[src/common/rp_config.svh]
// Shared constants for the bus regions and the DAC mixer.
// Offsets are byte addresses inside one 1 MB region.
// Samples are 14-bit two's complement, sums one bit wider.

`ifndef RP_CONFIG_SVH
`define RP_CONFIG_SVH

// ----------------------------------------
// DAC data path
`define RP_SAMPLE_W     14              // DAC sample width
`define RP_SUM_W        15              // sum width before saturation
`define RP_SAT_POS      14'h1FFF        // largest positive sample
`define RP_SAT_NEG      14'h2000        // most negative sample

// ----------------------------------------
// region layout and register map
`define RP_REGION_NUM   8               // regions on the system bus
`define RP_REGION_LSB   20              // region field starts here
`define RP_CTRL_REGION  3'd0            // ctrl_regs lives in region 0

`define RP_OFS_LED      20'h00000       // LED register
`define RP_OFS_MIX      20'h00004       // source enable mask
`define RP_OFS_ID       20'h00008       // read-only design ID

`define RP_ID_VALUE     32'h5250_0A01   // design ID

`endif

[src/common/rp_pkg.sv]
// Types shared by the bus sequencer, the region decoder and the mixer.
// Address fields follow the region layout in the config header.

`default_nettype none

`include "rp_config.svh"

package rp_pkg;

  typedef logic signed [`RP_SAMPLE_W-1:0] sample_t; // one DAC sample

  typedef struct packed {
    sample_t a;                         // channel a
    sample_t b;                         // channel b
  } dac_pair_t;

  // one address word, seen raw or split into region and offset
  typedef union packed {
    logic [31:0] raw;                   // as latched by the sequencer
    struct packed {
      logic [31-`RP_REGION_LSB-$clog2(`RP_REGION_NUM):0] unused; // ignored
      logic [$clog2(`RP_REGION_NUM)-1:0]                 region; // region select
      logic [`RP_REGION_LSB-1:0]                         offset; // byte offset
    } fields;
  } addr_u;

  typedef struct packed {
    addr_u       addr;                  // target address
    logic [31:0] wdata;                 // write data
    logic [3:0]  sel;                   // byte selects
    logic        wr;                    // 1 write, 0 read
  } sys_req_t;

  typedef struct packed {
    logic [31:0] rdata;                 // read data
    logic        err;                   // access error
  } sys_rsp_t;

  typedef struct packed {
    logic gen_a;                        // generator into channel a
    logic ctl_a;                        // controller into channel a
    logic gen_b;                        // generator into channel b
    logic ctl_b;                        // controller into channel b
  } mix_mask_t;

endpackage

`default_nettype wire

[src/hw/sys_bus/sys_bus_fsm.sv]
// Bus transaction sequencer. One transaction in flight at a time.
// Request and response use valid/ready; the regions see a one-cycle
// strobe and answer with ack, in the same cycle or any cycle later.
// The response is held unchanged until rsp_ready_i.

`timescale 1ns/1ps
`default_nettype none

module sys_bus_fsm (
  input  logic             adc_clk,
  input  logic             rst_i,
  // external request
  input  logic             req_valid_i,
  input  rp_pkg::sys_req_t req_i,
  output logic             req_ready_o,
  // external response
  output logic             rsp_valid_o,
  output rp_pkg::sys_rsp_t rsp_o,
  input  logic             rsp_ready_i,
  // towards the decoder
  output logic             stb_o,
  output rp_pkg::sys_req_t bus_req_o,
  input  logic             ack_i,
  input  rp_pkg::sys_rsp_t bus_rsp_i
);

  typedef enum logic [1:0] {
    ST_IDLE,                            // ready for a request
    ST_STB,                             // strobe the regions
    ST_WAIT,                            // waiting for ack
    ST_RSP                              // holding the response
  } state_t;

  state_t           state_q;
  rp_pkg::sys_req_t req_q;              // latched request
  rp_pkg::sys_rsp_t rsp_q;              // captured response

  // ----------------------------------------
  // state register
  always_ff @(posedge adc_clk) begin
    if (rst_i) begin
      state_q <= ST_IDLE;
    end else begin
      case (state_q)
        ST_IDLE: if (req_valid_i) state_q <= ST_STB;   // request taken
        ST_STB:  state_q <= ack_i ? ST_RSP : ST_WAIT;  // unmapped acks at once
        ST_WAIT: if (ack_i) state_q <= ST_RSP;
        ST_RSP:  if (rsp_ready_i) state_q <= ST_IDLE;  // handshake done
        default: state_q <= ST_IDLE;
      endcase
    end
  end

  // ----------------------------------------
  // payload registers
  always_ff @(posedge adc_clk) begin
    if (state_q == ST_IDLE && req_valid_i) begin
      req_q.addr.raw <= req_i.addr.raw; // whole address word
      req_q.wdata    <= req_i.wdata;
      req_q.sel      <= req_i.sel;
      req_q.wr       <= req_i.wr;
    end
    if ((state_q == ST_STB || state_q == ST_WAIT) && ack_i) begin
      rsp_q <= bus_rsp_i;               // frozen until taken
    end
  end

  assign req_ready_o = (state_q == ST_IDLE);
  assign stb_o       = (state_q == ST_STB); // exactly one cycle
  assign bus_req_o   = req_q;               // stable for the whole access
  assign rsp_valid_o = (state_q == ST_RSP);
  assign rsp_o       = rsp_q;

endmodule

`default_nettype wire

[src/hw/sys_bus/sys_bus_decoder.sv]
// Region decoder and response mux for the system bus.
// Only region 0 is mapped. Regions 1 to 7 ack in the strobe cycle
// with zero data and no error.
// Purely combinational; the sequencer holds the request stable.

`timescale 1ns/1ps
`default_nettype none

`include "rp_config.svh"

module sys_bus_decoder (
  input  logic             stb_i,
  input  rp_pkg::sys_req_t bus_req_i,
  // region 0
  output logic             ctrl_stb_o,
  input  logic             ctrl_ack_i,
  input  rp_pkg::sys_rsp_t ctrl_rsp_i,
  // back to the sequencer
  output logic             ack_o,
  output rp_pkg::sys_rsp_t bus_rsp_o
);

  logic ctrl_sel;                       // region 0 addressed

  // ----------------------------------------
  // region select
  assign ctrl_sel   = (bus_req_i.addr.fields.region == `RP_CTRL_REGION);
  assign ctrl_stb_o = stb_i & ctrl_sel; // strobe only the mapped region

  // ----------------------------------------
  // response mux
  always_comb begin
    if (ctrl_sel) begin
      ack_o     = ctrl_ack_i;           // ctrl_regs acks a cycle later
      bus_rsp_o = ctrl_rsp_i;
    end else begin
      ack_o           = stb_i;          // unmapped regions ack at once
      bus_rsp_o.rdata = 32'h0;
      bus_rsp_o.err   = 1'b0;
    end
  end

endmodule

`default_nettype wire

[src/hw/dac_mix/ctrl_regs.sv]
// Region 0 register file: LED, mixer source mask and design ID.
// Ack comes one cycle after the strobe, and a write is visible from
// the ack cycle on. Both writable registers sit in byte 0, so only
// sel[0] enables them. Unknown offsets read zero with err set.

`timescale 1ns/1ps
`default_nettype none

`include "rp_config.svh"

module ctrl_regs (
  input  logic              adc_clk,
  input  logic              rst_i,
  input  logic              stb_i,
  input  rp_pkg::sys_req_t  bus_req_i,
  output logic              ack_o,
  output rp_pkg::sys_rsp_t  rsp_o,
  output logic [7:0]        led_o,
  output rp_pkg::mix_mask_t mask_o
);

  logic [`RP_REGION_LSB-1:0] ofs;       // byte offset in region
  logic                      wr_b0;     // write to byte 0
  logic [31:0]               rdata_d;
  logic                      err_d;

  assign ofs   = bus_req_i.addr.fields.offset;
  assign wr_b0 = stb_i & bus_req_i.wr & bus_req_i.sel[0];

  // ----------------------------------------
  // registers
  always_ff @(posedge adc_clk) begin
    if (rst_i) begin
      led_o  <= 8'h00;
      mask_o <= '1;                     // both sources on, both channels
      ack_o  <= 1'b0;
    end else begin
      ack_o <= stb_i;
      if (wr_b0 && ofs == `RP_OFS_LED) led_o <= bus_req_i.wdata[7:0];
      if (wr_b0 && ofs == `RP_OFS_MIX) mask_o <= rp_pkg::mix_mask_t'(bus_req_i.wdata[3:0]);
    end
  end

  // read decode, unused upper bits are zero
  always_comb begin
    rdata_d = 32'h0;
    err_d   = 1'b0;
    case (ofs)
      `RP_OFS_LED: rdata_d = {24'h0, led_o};
      `RP_OFS_MIX: rdata_d = {28'h0, mask_o};
      `RP_OFS_ID:  rdata_d = `RP_ID_VALUE;  // writes here are dropped
      default:     err_d   = 1'b1;
    endcase
  end

  // response captured with the strobe, shown with ack
  always_ff @(posedge adc_clk) begin
    if (stb_i) begin
      rsp_o.rdata <= rdata_d;
      rsp_o.err   <= err_d;
    end
  end

endmodule

`default_nettype wire

[src/hw/dac_mix/dac_sat_sum.sv]
// Two-channel DAC mixer. Per channel, generator plus controller,
// each gated by its mask bit, summed one bit wider and saturated
// back to 14-bit two's complement. One cycle of latency.

`timescale 1ns/1ps
`default_nettype none

`include "rp_config.svh"

module dac_sat_sum (
  input  logic              adc_clk,
  input  logic              rst_i,
  input  rp_pkg::dac_pair_t gen_i,    // generator samples
  input  rp_pkg::dac_pair_t pid_i,    // controller samples
  input  rp_pkg::mix_mask_t mask_i,   // source enables
  output rp_pkg::dac_pair_t dac_o
);

  // masked sum with saturation for one channel
  function automatic rp_pkg::sample_t sat_sum(
    input rp_pkg::sample_t x,
    input rp_pkg::sample_t y,
    input logic            en_x,
    input logic            en_y
  );
    rp_pkg::sample_t              xs;
    rp_pkg::sample_t              ys;
    logic signed [`RP_SUM_W-1:0] sum;
    xs  = en_x ? x : '0;                // disabled source adds nothing
    ys  = en_y ? y : '0;
    sum = xs + ys;                      // sign extended to sum width
    case (sum[`RP_SUM_W-1 -: 2])
      2'b01:   sat_sum = `RP_SAT_POS;   // positive overflow
      2'b10:   sat_sum = `RP_SAT_NEG;   // negative overflow
      default: sat_sum = sum[`RP_SAMPLE_W-1:0];
    endcase
  endfunction

  // ----------------------------------------
  // output register
  always_ff @(posedge adc_clk) begin
    if (rst_i) begin
      dac_o <= '0;
    end else begin
      dac_o.a <= sat_sum(gen_i.a, pid_i.a, mask_i.gen_a, mask_i.ctl_a);
      dac_o.b <= sat_sum(gen_i.b, pid_i.b, mask_i.gen_b, mask_i.ctl_b);
    end
  end

endmodule

`default_nettype wire

[src/hw/rp_top.sv]
// Top level: bus sequencer, region decoder, region 0 registers and
// the DAC mixer, all on adc_clk. Generator and controller samples
// come straight from the ports.

`timescale 1ns/1ps
`default_nettype none

module rp_top (
  input  logic              adc_clk,
  input  logic              rst_i,
  // bus request
  input  logic              req_valid_i,
  input  rp_pkg::sys_req_t  req_i,
  output logic              req_ready_o,
  // bus response
  output logic              rsp_valid_o,
  output rp_pkg::sys_rsp_t  rsp_o,
  input  logic              rsp_ready_i,
  // DAC path
  input  rp_pkg::dac_pair_t gen_i,
  input  rp_pkg::dac_pair_t pid_i,
  output rp_pkg::dac_pair_t dac_o,
  output logic [7:0]        led_o
);

  logic              stb;               // sequencer strobe
  rp_pkg::sys_req_t  bus_req;           // held request
  logic              ack;               // decoded ack
  rp_pkg::sys_rsp_t  bus_rsp;           // decoded response
  logic              ctrl_stb;          // region 0 strobe
  logic              ctrl_ack;
  rp_pkg::sys_rsp_t  ctrl_rsp;
  rp_pkg::mix_mask_t mask;              // mixer source enables

  // ----------------------------------------
  // system bus
  sys_bus_fsm u_sys_bus_fsm (
    .adc_clk     (adc_clk),     .rst_i       (rst_i),
    .req_valid_i (req_valid_i), .req_i       (req_i),     .req_ready_o (req_ready_o),
    .rsp_valid_o (rsp_valid_o), .rsp_o       (rsp_o),     .rsp_ready_i (rsp_ready_i),
    .stb_o       (stb),         .bus_req_o   (bus_req),
    .ack_i       (ack),         .bus_rsp_i   (bus_rsp)
  );

  sys_bus_decoder u_sys_bus_decoder (
    .stb_i      (stb),      .bus_req_i  (bus_req),
    .ctrl_stb_o (ctrl_stb), .ctrl_ack_i (ctrl_ack), .ctrl_rsp_i (ctrl_rsp),
    .ack_o      (ack),      .bus_rsp_o  (bus_rsp)
  );

  // ----------------------------------------
  // region 0 and the mixer
  ctrl_regs u_ctrl_regs (
    .adc_clk (adc_clk),  .rst_i     (rst_i),
    .stb_i   (ctrl_stb), .bus_req_i (bus_req),
    .ack_o   (ctrl_ack), .rsp_o     (ctrl_rsp),
    .led_o   (led_o),    .mask_o    (mask)
  );

  dac_sat_sum u_dac_sat_sum (
    .adc_clk (adc_clk), .rst_i  (rst_i),
    .gen_i   (gen_i),   .pid_i  (pid_i),
    .mask_i  (mask),    .dac_o  (dac_o)
  );

endmodule

`default_nettype wire

[config.mk]
export PLATFORM = sky130hd
export DESIGN_NAME = rp_top
export DESIGN_NICKNAME = d
export VERILOG_FILES = /design/src/common/rp_pkg.sv /design/src/hw/sys_bus/sys_bus_fsm.sv /design/src/hw/sys_bus/sys_bus_decoder.sv /design/src/hw/dac_mix/ctrl_regs.sv /design/src/hw/dac_mix/dac_sat_sum.sv /design/src/hw/rp_top.sv
export VERILOG_INCLUDE_DIRS = /design/src /design/src/common
export SDC_FILE = /design/constraint.sdc
export NUM_CORES = 1
export LEC_CHECK = 0
export BUFFER_PORTS_ARGS = -buffer_cell sky130_fd_sc_hd__buf_2
export CAP_MARGIN = 30
export CORE_MARGIN = 2
export CORE_UTILIZATION = 50
export CTS_CLUSTER_SIZE = 40
export DETAILED_ROUTE_END_ITERATION = 10
export GPL_TIMING_DRIVEN = 1
export HOLD_SLACK_MARGIN = 0.02
export PLACE_DENSITY_LB_ADDON = 0.25
export SLEW_MARGIN = 20
export SYNTH_ARGS = -nofsm -noshare
export SYNTH_HDL_FRONTEND = slang
export SYNTH_HIERARCHICAL = 1
export SYNTH_SLANG_ARGS = --single-unit
[constraint.sdc]
create_clock -name adc_clk -period 4.5 [get_ports adc_clk]
set_input_delay 0.225 -clock adc_clk [delete_from_list [all_inputs] [get_ports adc_clk]]
set_output_delay 0.225 -clock adc_clk [all_outputs]
set_load 0.005 [all_outputs]
Word level (Yosys, flattened, before mapping)
Index checks and enable logic that the tools add are counted.
Widths: inputs -> output; s select.

storage, ports and cells
  bits in registers = 142
  input port bits = 129
  word-level logic and storage cells = 58
  output and inout port bits = 71

cells by class
  multiplexer cells = 14
  bitwise gates (word level) = 3
  reduce and logical (&&, ||, !) cells = 10
  $add $sub $neg = 2
  equality and inequality tests = 12

operators with widths
  cell                 number
  $pmux 31 s3          1
  $mux 14              4
  $pmux 14 s2          2
  $add 14x14->15       2
  $eq 20x3->1 const B  1
  $eq 20x4->1 const B  1
  $logic_not 20->1     1
  $eq 2x2->1 const B   4
  $pmux 2 s4           1
  $eq 2x1->1 const B   3
  $mux 2               3
  $logic_and 1x1->1    4
  $ne 2x1->1 const B   2
  $and 1x1->1          3
  $logic_not 3->1      1
  $mux 1               3
  $reduce_and 3->1     1
  $reduce_or 3->1      1
  $logic_not 2->1      1
  $ne 2x2->1 const B   1
  $logic_or 1x1->1     1

Depth between registers and ports, before layout
Gate-level depths: netlist of run 1.

  word-level depth = 5
  gate-level depth with buffers = 15
  mapped depth without buffers = 15

Hierarchy
The synthesis of run 1 kept the hierarchy.

by module, submodules not included
  module           seq. area each (um2)  times used  area an instance (um2)  cells an instance
  sys_bus_fsm      3103.0                1           3269.4                  125
  dac_sat_sum      560.5                 1           2660.1                  330
  ctrl_regs        560.5                 1           1203.7                  119
  sys_bus_decoder  0.0                   1           284.0                   39

Worst setup path after synthesis of run 1
Ideal clock, no wire load.

  kind = register to register
  start point = reg u_ctrl_regs/mask_o[2] (netlist bit)
  end point = reg u_dac_sat_sum/dac_o[24] (netlist name)
  library setup time = 130 ps
  stages on the path, launching flop included = 15
  required time = 4370 ps
  path slack = 1121 ps
  clock period less this slack = 3379 ps
  path buffers = 3
  arrival = 3249 ps
  cell sequence = dfxtp_1 clkbuf_1 nand2_1 fa_1 nand2b_1 a21oi_1 a211oi_2 o31ai_2 nand2_1 a31o_1 ha_1 clkbuf_1 nand2b_1 clkbuf_1 o22ai_1

on the way
  longest elaborated chain between the ends = 4
  elaborated cells between the ends (all ways) = 5
  classes of those cells = add/sub (1); eq/ne (2); mux (2)

ends and longest elaborated chain
  item                                             RTL line           source
  start, declared                                  ctrl_regs.sv:19    output rp_pkg::mix_mask_t mask_o
  start signal, assigned                           ctrl_regs.sv:40    if (wr_b0 && ofs == `RP_OFS_MIX) mask_o <= rp_pkg::mix_mask_t'(bus_req_i.wdata[3:0]);
  $mux 14 (*)                                      dac_sat_sum.sv:30  ys = en_y ? y : '0;
  $add 14x14->15 (*)                               dac_sat_sum.sv:31  sum = xs + ys;
  $eq 2x2->1 / $eq 2x1->1 (equally long branches)  dac_sat_sum.sv:32  case (sum[`RP_SUM_W-1 -: 2])
  $pmux 14 s2 (*)                                  dac_sat_sum.sv:32

Mark *: on every way between the ends. The rest lies on a longest branch, timed or not.
A chain may end at the register's enable or synchronous reset.

Final worst setup path of run 1
  start point = reg u_ctrl_regs/mask_o[2] (netlist bit)
  end point = reg u_dac_sat_sum/dac_o[27] (netlist name)

on the way
  longest elaborated chain between the ends = 4
  elaborated cells between the ends (all ways) = 5
  classes of those cells = add/sub (1); eq/ne (2); mux (2)

ends and longest elaborated chain
  item                                             RTL line
  $mux 14 (*)                                      dac_sat_sum.sv:30
  $add 14x14->15 (*)                               dac_sat_sum.sv:31
  $eq 2x2->1 / $eq 2x1->1 (equally long branches)  dac_sat_sum.sv:32
  $pmux 14 s2 (*)                                  dac_sat_sum.sv:32

Marks and branches as above.

==> metrics, run 1 <==
vias per inst=5.06; Congestion Overflow GR=0; crit path DAT=approximately 4100 ps; drt first pass iters=5; Leakage=3.46 nW; Slew Viols, Final=0; proportion of layout cells with a drive suffix above 1=0.310; total die area=0.0136 mm²; Hold Crit Class=in -> reg; CTS Buf Count=17; Pwr per Cell Area=444 mW/mm²; Net Sw Power=about 0.95 mW; Comb pwr share=0.210; Core Area=~0.013 mm²; Root Driver=clkbuf_16; chip width=about 120 µm; first-pass GRT wire length=about 22 mm; setup violators final=0; Max rail drop VDD=approximately 0.00031 V; Total Wirelength=roughly 14 mm; Final Hold Viols=0; via count=just under 5,000; startpoint class of the critical path=register; switching share of power=0.262; ant diodes=0; DPL Wire Length=approximately 9.5 mm; worst-path maximum fanout=16; post-route ant nets=0; DRC violations left=0; largest net degree at the start of global routing=between 40 and 50; Worst EP required=between 4000 and 5000 ps; Fmax=approximately 260 MHz; Flop pwr share=0.407; RSZ-0062 raised after global routing=no; status=completed; Cells after Synth=between 500 and 600; internal cell power=~2.7 mW; number of global-route vias before repair=just under 5,000; H-tree depth=4; initial core utilization=0.506; hold buffer count at cts=33; gr usage total=0.209; Resize count post-CTS=0; I/O Buffers=approximately 160; Max-cap violations=0; Worst-Margin Slew=759 ps; CTS tree=done; final instance area=0.00816 mm²; Worst Setup End Kind=register; Slew HR=0.494; initial antenna violation count=0; clk_lat worst skew=a little over 400 ps; clock sinks=between 100 and 150; Die Span Y=117 µm; Final Critical Period=~3800 ps; post-synthesis area per instance=approximately 11 µm²; Fin Setup TNS=0 ps; initial DRC count=around 210; Setup Buffers After CTS=0; YS warnings=6; synthesized area=roughly 0.0063 mm²; clk buf depth=2; DR WL/cell=~14 µm; Top-Level Pins=200; synthesis-to-finish area growth=28.7%; power share of the clock group=0.383; # nets final=938; routability cong.=about 0.85; Crit Path Category=reg -> reg; site row count=just over 40; crit share post-route=0.848; clock-pin slew on the worst setup and hold paths=around 50 ps; placed inst area=a little over 0.007 mm²; fillers=1,005; Fin Clk Skew=around 14 ps
[critical path: stages (launching register included)]
cell and delay (ps):
dfxtp_1 620, and2_1 210, ha_1 160, inv_1 50
fa_1 370, nand2b_1 190, a21oi_1 180, a211oi_2 100
o31ai_2 320, nand2_1 110, a31o_1 220, ha_1 490
nand2b_1 230, nor4bb_1 300, nand2_1 90, o221ai_1 70
[through the flow]
step / cells / hold WS (ps) / total power [mW] / setup slack [ps] / utilization
after detailed placement: 890 / 403 / 2.23 / 733 / 0.575
after global placement: 890 / 401 / 2.21 / 746 / 0.575
final: 955 / 204 / 3.62 / 684 / 0.652
after global routing: 955 / 218 / 3.81 / 279 / 0.652
after floorplan: 593 / 324 / 1.97 / 1120 / -
after CTS: 955 / 199 / 3.64 / 705 / 0.651
[per-layer routing]
layer,wire length (µm),share of wire,track usage
met2,7200,0.53,0.377
met4,230,0.017,0.0745
met3,737,0.054,0.0540
met1,5530,0.40,0.241
met5,0,0,0
[cells in the final DEF (no fill, tap or decap), drive strengths merged, types with 25 or more instances in the layout]
cell type    instances
dlygate4sd3         33
and2                92
dfxtp               43
ha                  37
nor2                25
buf                169
nand2               33
a21oi               46
o21ai               25
edfxtp              76
[power groups by stage]
| stage | Combinational, mW | Sequential [mW] | Clock (mW) |
|---|---|---|---|
| final | 0.760 | 1.47 | 1.39 |
| after global routing | 0.852 | 1.50 | 1.46 |
| after CTS | 0.758 | 1.47 | 1.40 |
| after detailed placement | 0.732 | 1.49 | 0 |
| after global placement | 0.717 | 1.49 | 0 |
| after floorplan | 0.465 | 1.50 | 0 |
[sequential cells by signal, indices dropped and copies added (netlist names)]
signal / cells
u_sys_bus_fsm/bus_req_o: 33
u_ctrl_regs/rsp_o: 10
u_ctrl_regs/mask_o: 4
u_sys_bus_fsm/state_q: 2
u_sys_bus_fsm/rsp_o: 33
u_dac_sat_sum/dac_o: 28
u_ctrl_regs/led_o: 8
u_ctrl_regs/ack_o: 1
[final timing paths]
path              depth (start not counted)                       end                  start  slack (ps)
setup reg to reg                         15   u_dac_sat_sum/dac_o[27]  u_ctrl_regs/mask_o[2]         680
setup / recovery                         15   u_dac_sat_sum/dac_o[27]  u_ctrl_regs/mask_o[2]         680
hold reg to reg                           2      u_ctrl_regs/led_o[5]   u_ctrl_regs/led_o[5]         490
hold / removal                            3  u_sys_bus_fsm/state_q[0]            rsp_ready_i         200
[final cells by class]
class | count | area, µm² | share of cell area
Sequential cell | 119 | 3140 | 0.385
Multi-Input combinational cell | 422 | 2960 | 0.363
Timing Repair Buffer | 202 | 1190 | 0.146
Clock buffer | 19 | 433 | 0.0531
Tap cell | 172 | 215 | 0.0264
Clock inverter | 13 | 180 | 0.0221
Inverter | 8 | 30.0 | 0.00368
Power figures use the tool's default switching activity.
==> inputs of run 2 (changes only) <==
Settings changed: CORE_UTILIZATION 50 to 49.
Clock period 4.5 ns to 3.4 ns, I/O delays scaled along.
==> metrics, run 2 (same netlist as run 1, synthesis figures left out) <==
r2r startpoint=u_ctrl_regs/mask_o[0] (was u_ctrl_regs/mask_o[2]); largest net degree at the start of global routing=46 (unchanged); crit path DAT=3600 ps (was 4130 ps); Max rail drop VDD=0.000425 V (was 0.000305 V); Leakage=3.52 nW (was 3.46 nW); clock-pin slew on the worst setup and hold paths=60 ps (was 50 ps); reg-to-reg slack, setup=120 ps (was 680 ps); Final Hold Viols=0 (unchanged); clk_lat worst skew=410 ps (about the same); vias per inst=5.02 (was 5.06); H-tree depth=4 (unchanged); register area=0.00315 mm² (was 0.00314 mm²); synthesis-to-finish area growth=30.7% (was 28.7%); clock sinks=119 (unchanged); proportion of layout cells with a drive suffix above 1=0.332 (was 0.310); first-pass GRT wire length=22.2 mm (was 22.0 mm); RR Endpoint=u_dac_sat_sum/dac_o[13] (was u_dac_sat_sum/dac_o[27]); most common cell after layout, fill and taps aside=buf_2 (unchanged); Worst Setup End Kind=register (unchanged); Top-Level Pins=200 (unchanged); CP startpoint=u_ctrl_regs/mask_o[0] (was u_ctrl_regs/mask_o[2]); initial antenna violation count=0 (unchanged); Core Area=0.0126 mm² (was 0.0125 mm²); initial DRC count=283 (was 212); number of global-route vias before repair=4,858 (was 4,841); routability cong.=0.844 (was 0.855); area of the multi-input gates=0.00298 mm² (was 0.00296 mm²); setup violators final=0 (unchanged); CP peak stage delay=420 ps (was 620 ps); gr usage total=0.200 (was 0.209); Slew HR=0.486 (was 0.494); crit share post-route=0.963 (was 0.848); clk buf depth=2 (unchanged); via count=4,848 (was 4,830); most frequent cells in the layout=163 x buf_2, 76 x edfxtp_1, 69 x and2_1 (unchanged); post-route insts no fill=966 (was 955); Fin Clk Skew=6.37 ps (was 14.4 ps); R2R depth=13 (was 15); ant diodes=0 (unchanged); total die area=0.0139 mm² (was 0.0136 mm²); Total Wirelength=13.7 mm (about the same); fillers=1,014 (was 1,005); CTS Buf Count=17 (unchanged); CP max-delay cell=fa_1 (was dfxtp_1); Worst-Margin Slew=771 ps (was 759 ps); I/O Buffers=163 (unchanged); DRC violations left=0 (unchanged); drt first pass iters=4 (was 5); Root Driver=clkbuf_16 (unchanged); Congestion Overflow GR=0 (unchanged); Hold WS=137 ps (was 204 ps); CTS tree=done (unchanged); Fmax=305 MHz (was 262 MHz); Hold Startpoint=rsp_ready_i (unchanged); Final Critical Period=3280 ps (was 3820 ps); worst-path maximum fanout=7 (was 16); Hold EP=u_sys_bus_fsm/state_q[0] (unchanged); DR WL/cell=14.1 µm (was 14.3 µm); post-route ant nets=0 (unchanged); DPL Wire Length=9.75 mm (was 9.54 mm); Hold Crit Class=in -> reg (unchanged); Inst Count DP=900 (was 890); crit path cell chain=and2_1, ha_1, fa_1, a211oi_2, nor2_1, o32a_4, a31oi_4, o22a_2, ha_4, or2b_2, nor4bb_2, nand2_1, o221ai_1 (was and2_1, ha_1, inv_1, fa_1, nand2b_1, a21oi_1, a211oi_2, o31ai_2, nand2_1, a31o_1, ha_1, nand2b_1, nor4bb_1, nand2_1, o221ai_1); startpoint class of the critical path=register (unchanged); Die Span Y=118 µm (was 117 µm); Slew Viols, Final=0 (unchanged); Hold Path Depth=3 (unchanged); Worst EP required=3730 ps (was 4820 ps); site row count=41 (unchanged); # nets final=949 (was 938); chip width=118 µm (was 117 µm); Crit Path Category=reg -> reg (unchanged); Pwr per Cell Area=587 mW/mm² (was 444 mW/mm²); status=completed (unchanged); Final Util=0.656 (was 0.652); Max-cap violations=0 (unchanged); initial core utilization=0.502 (was 0.506)
-- run 2: layout make-up --
cell class              instances  share of cell area
inverters                       8             0.00363
repair buffers                213               0.154
flip-flops and latches        119               0.380
well taps                     172              0.0260
multi-input cells             422               0.360
clock inverters                11              0.0159
clock buffers                  21              0.0609
-- run 2: worst max-delay path by stage --
stage	to	depth (start not counted)	slack [ps]
global route	u_dac_sat_sum/dac_o[13]	13	-20
detailed placement	u_dac_sat_sum/dac_o[21]	15	60
CTS	u_dac_sat_sum/dac_o[13]	13	20
finish	u_dac_sat_sum/dac_o[13]	13	120
global placement	u_dac_sat_sum/dac_o[13]	13	140
floorplan	u_dac_sat_sum/dac_o[24]	14	20
-- run 2: what timing repair did --
item                                    CTS  global route
setup buffers                             0             1
hold buffers                             33             0
resized for setup                         0             7
hold endpoints to repair                 33             0
endpoints found under the setup margin    0            16
-- run 2: power by group --
part           leakage [nW]  internal [mW]  switching [mW]
combinational          2.15          0.495           0.548
clock                 0.310           1.22           0.645
sequential             1.06           1.85           0.100
-- run 2: through the flow --
stage	total power, mW	worst slack [ps]	instance area, µm²	setup TNS, ps
floorplan	2.60	21.4	6400	0
global placement	2.95	143	7280	0
finish	4.86	125	8280	0
detailed placement	2.98	57.3	7280	0
global route	5.10	-15.1	8280	-15.1
CTS	4.89	24.3	8240	0
-- run 2: metal layers --
layer | track usage | part of all wire | up-vias
li1 | - | - | 2453
met1 | 0.227 | 0.42 | 2225
met2 | 0.357 | 0.51 | 152
met3 | 0.0543 | 0.052 | 18
met4 | 0.0791 | 0.017 | 0
met5 | 0 | 0 | -
-- run 2: critical path: cells and delay by family, from the launching register on --
kind	cells	cell delay (ps)
fa+ha+maj	3	800
flops	1	350
compound gates	5	1120
simple gates	5	920
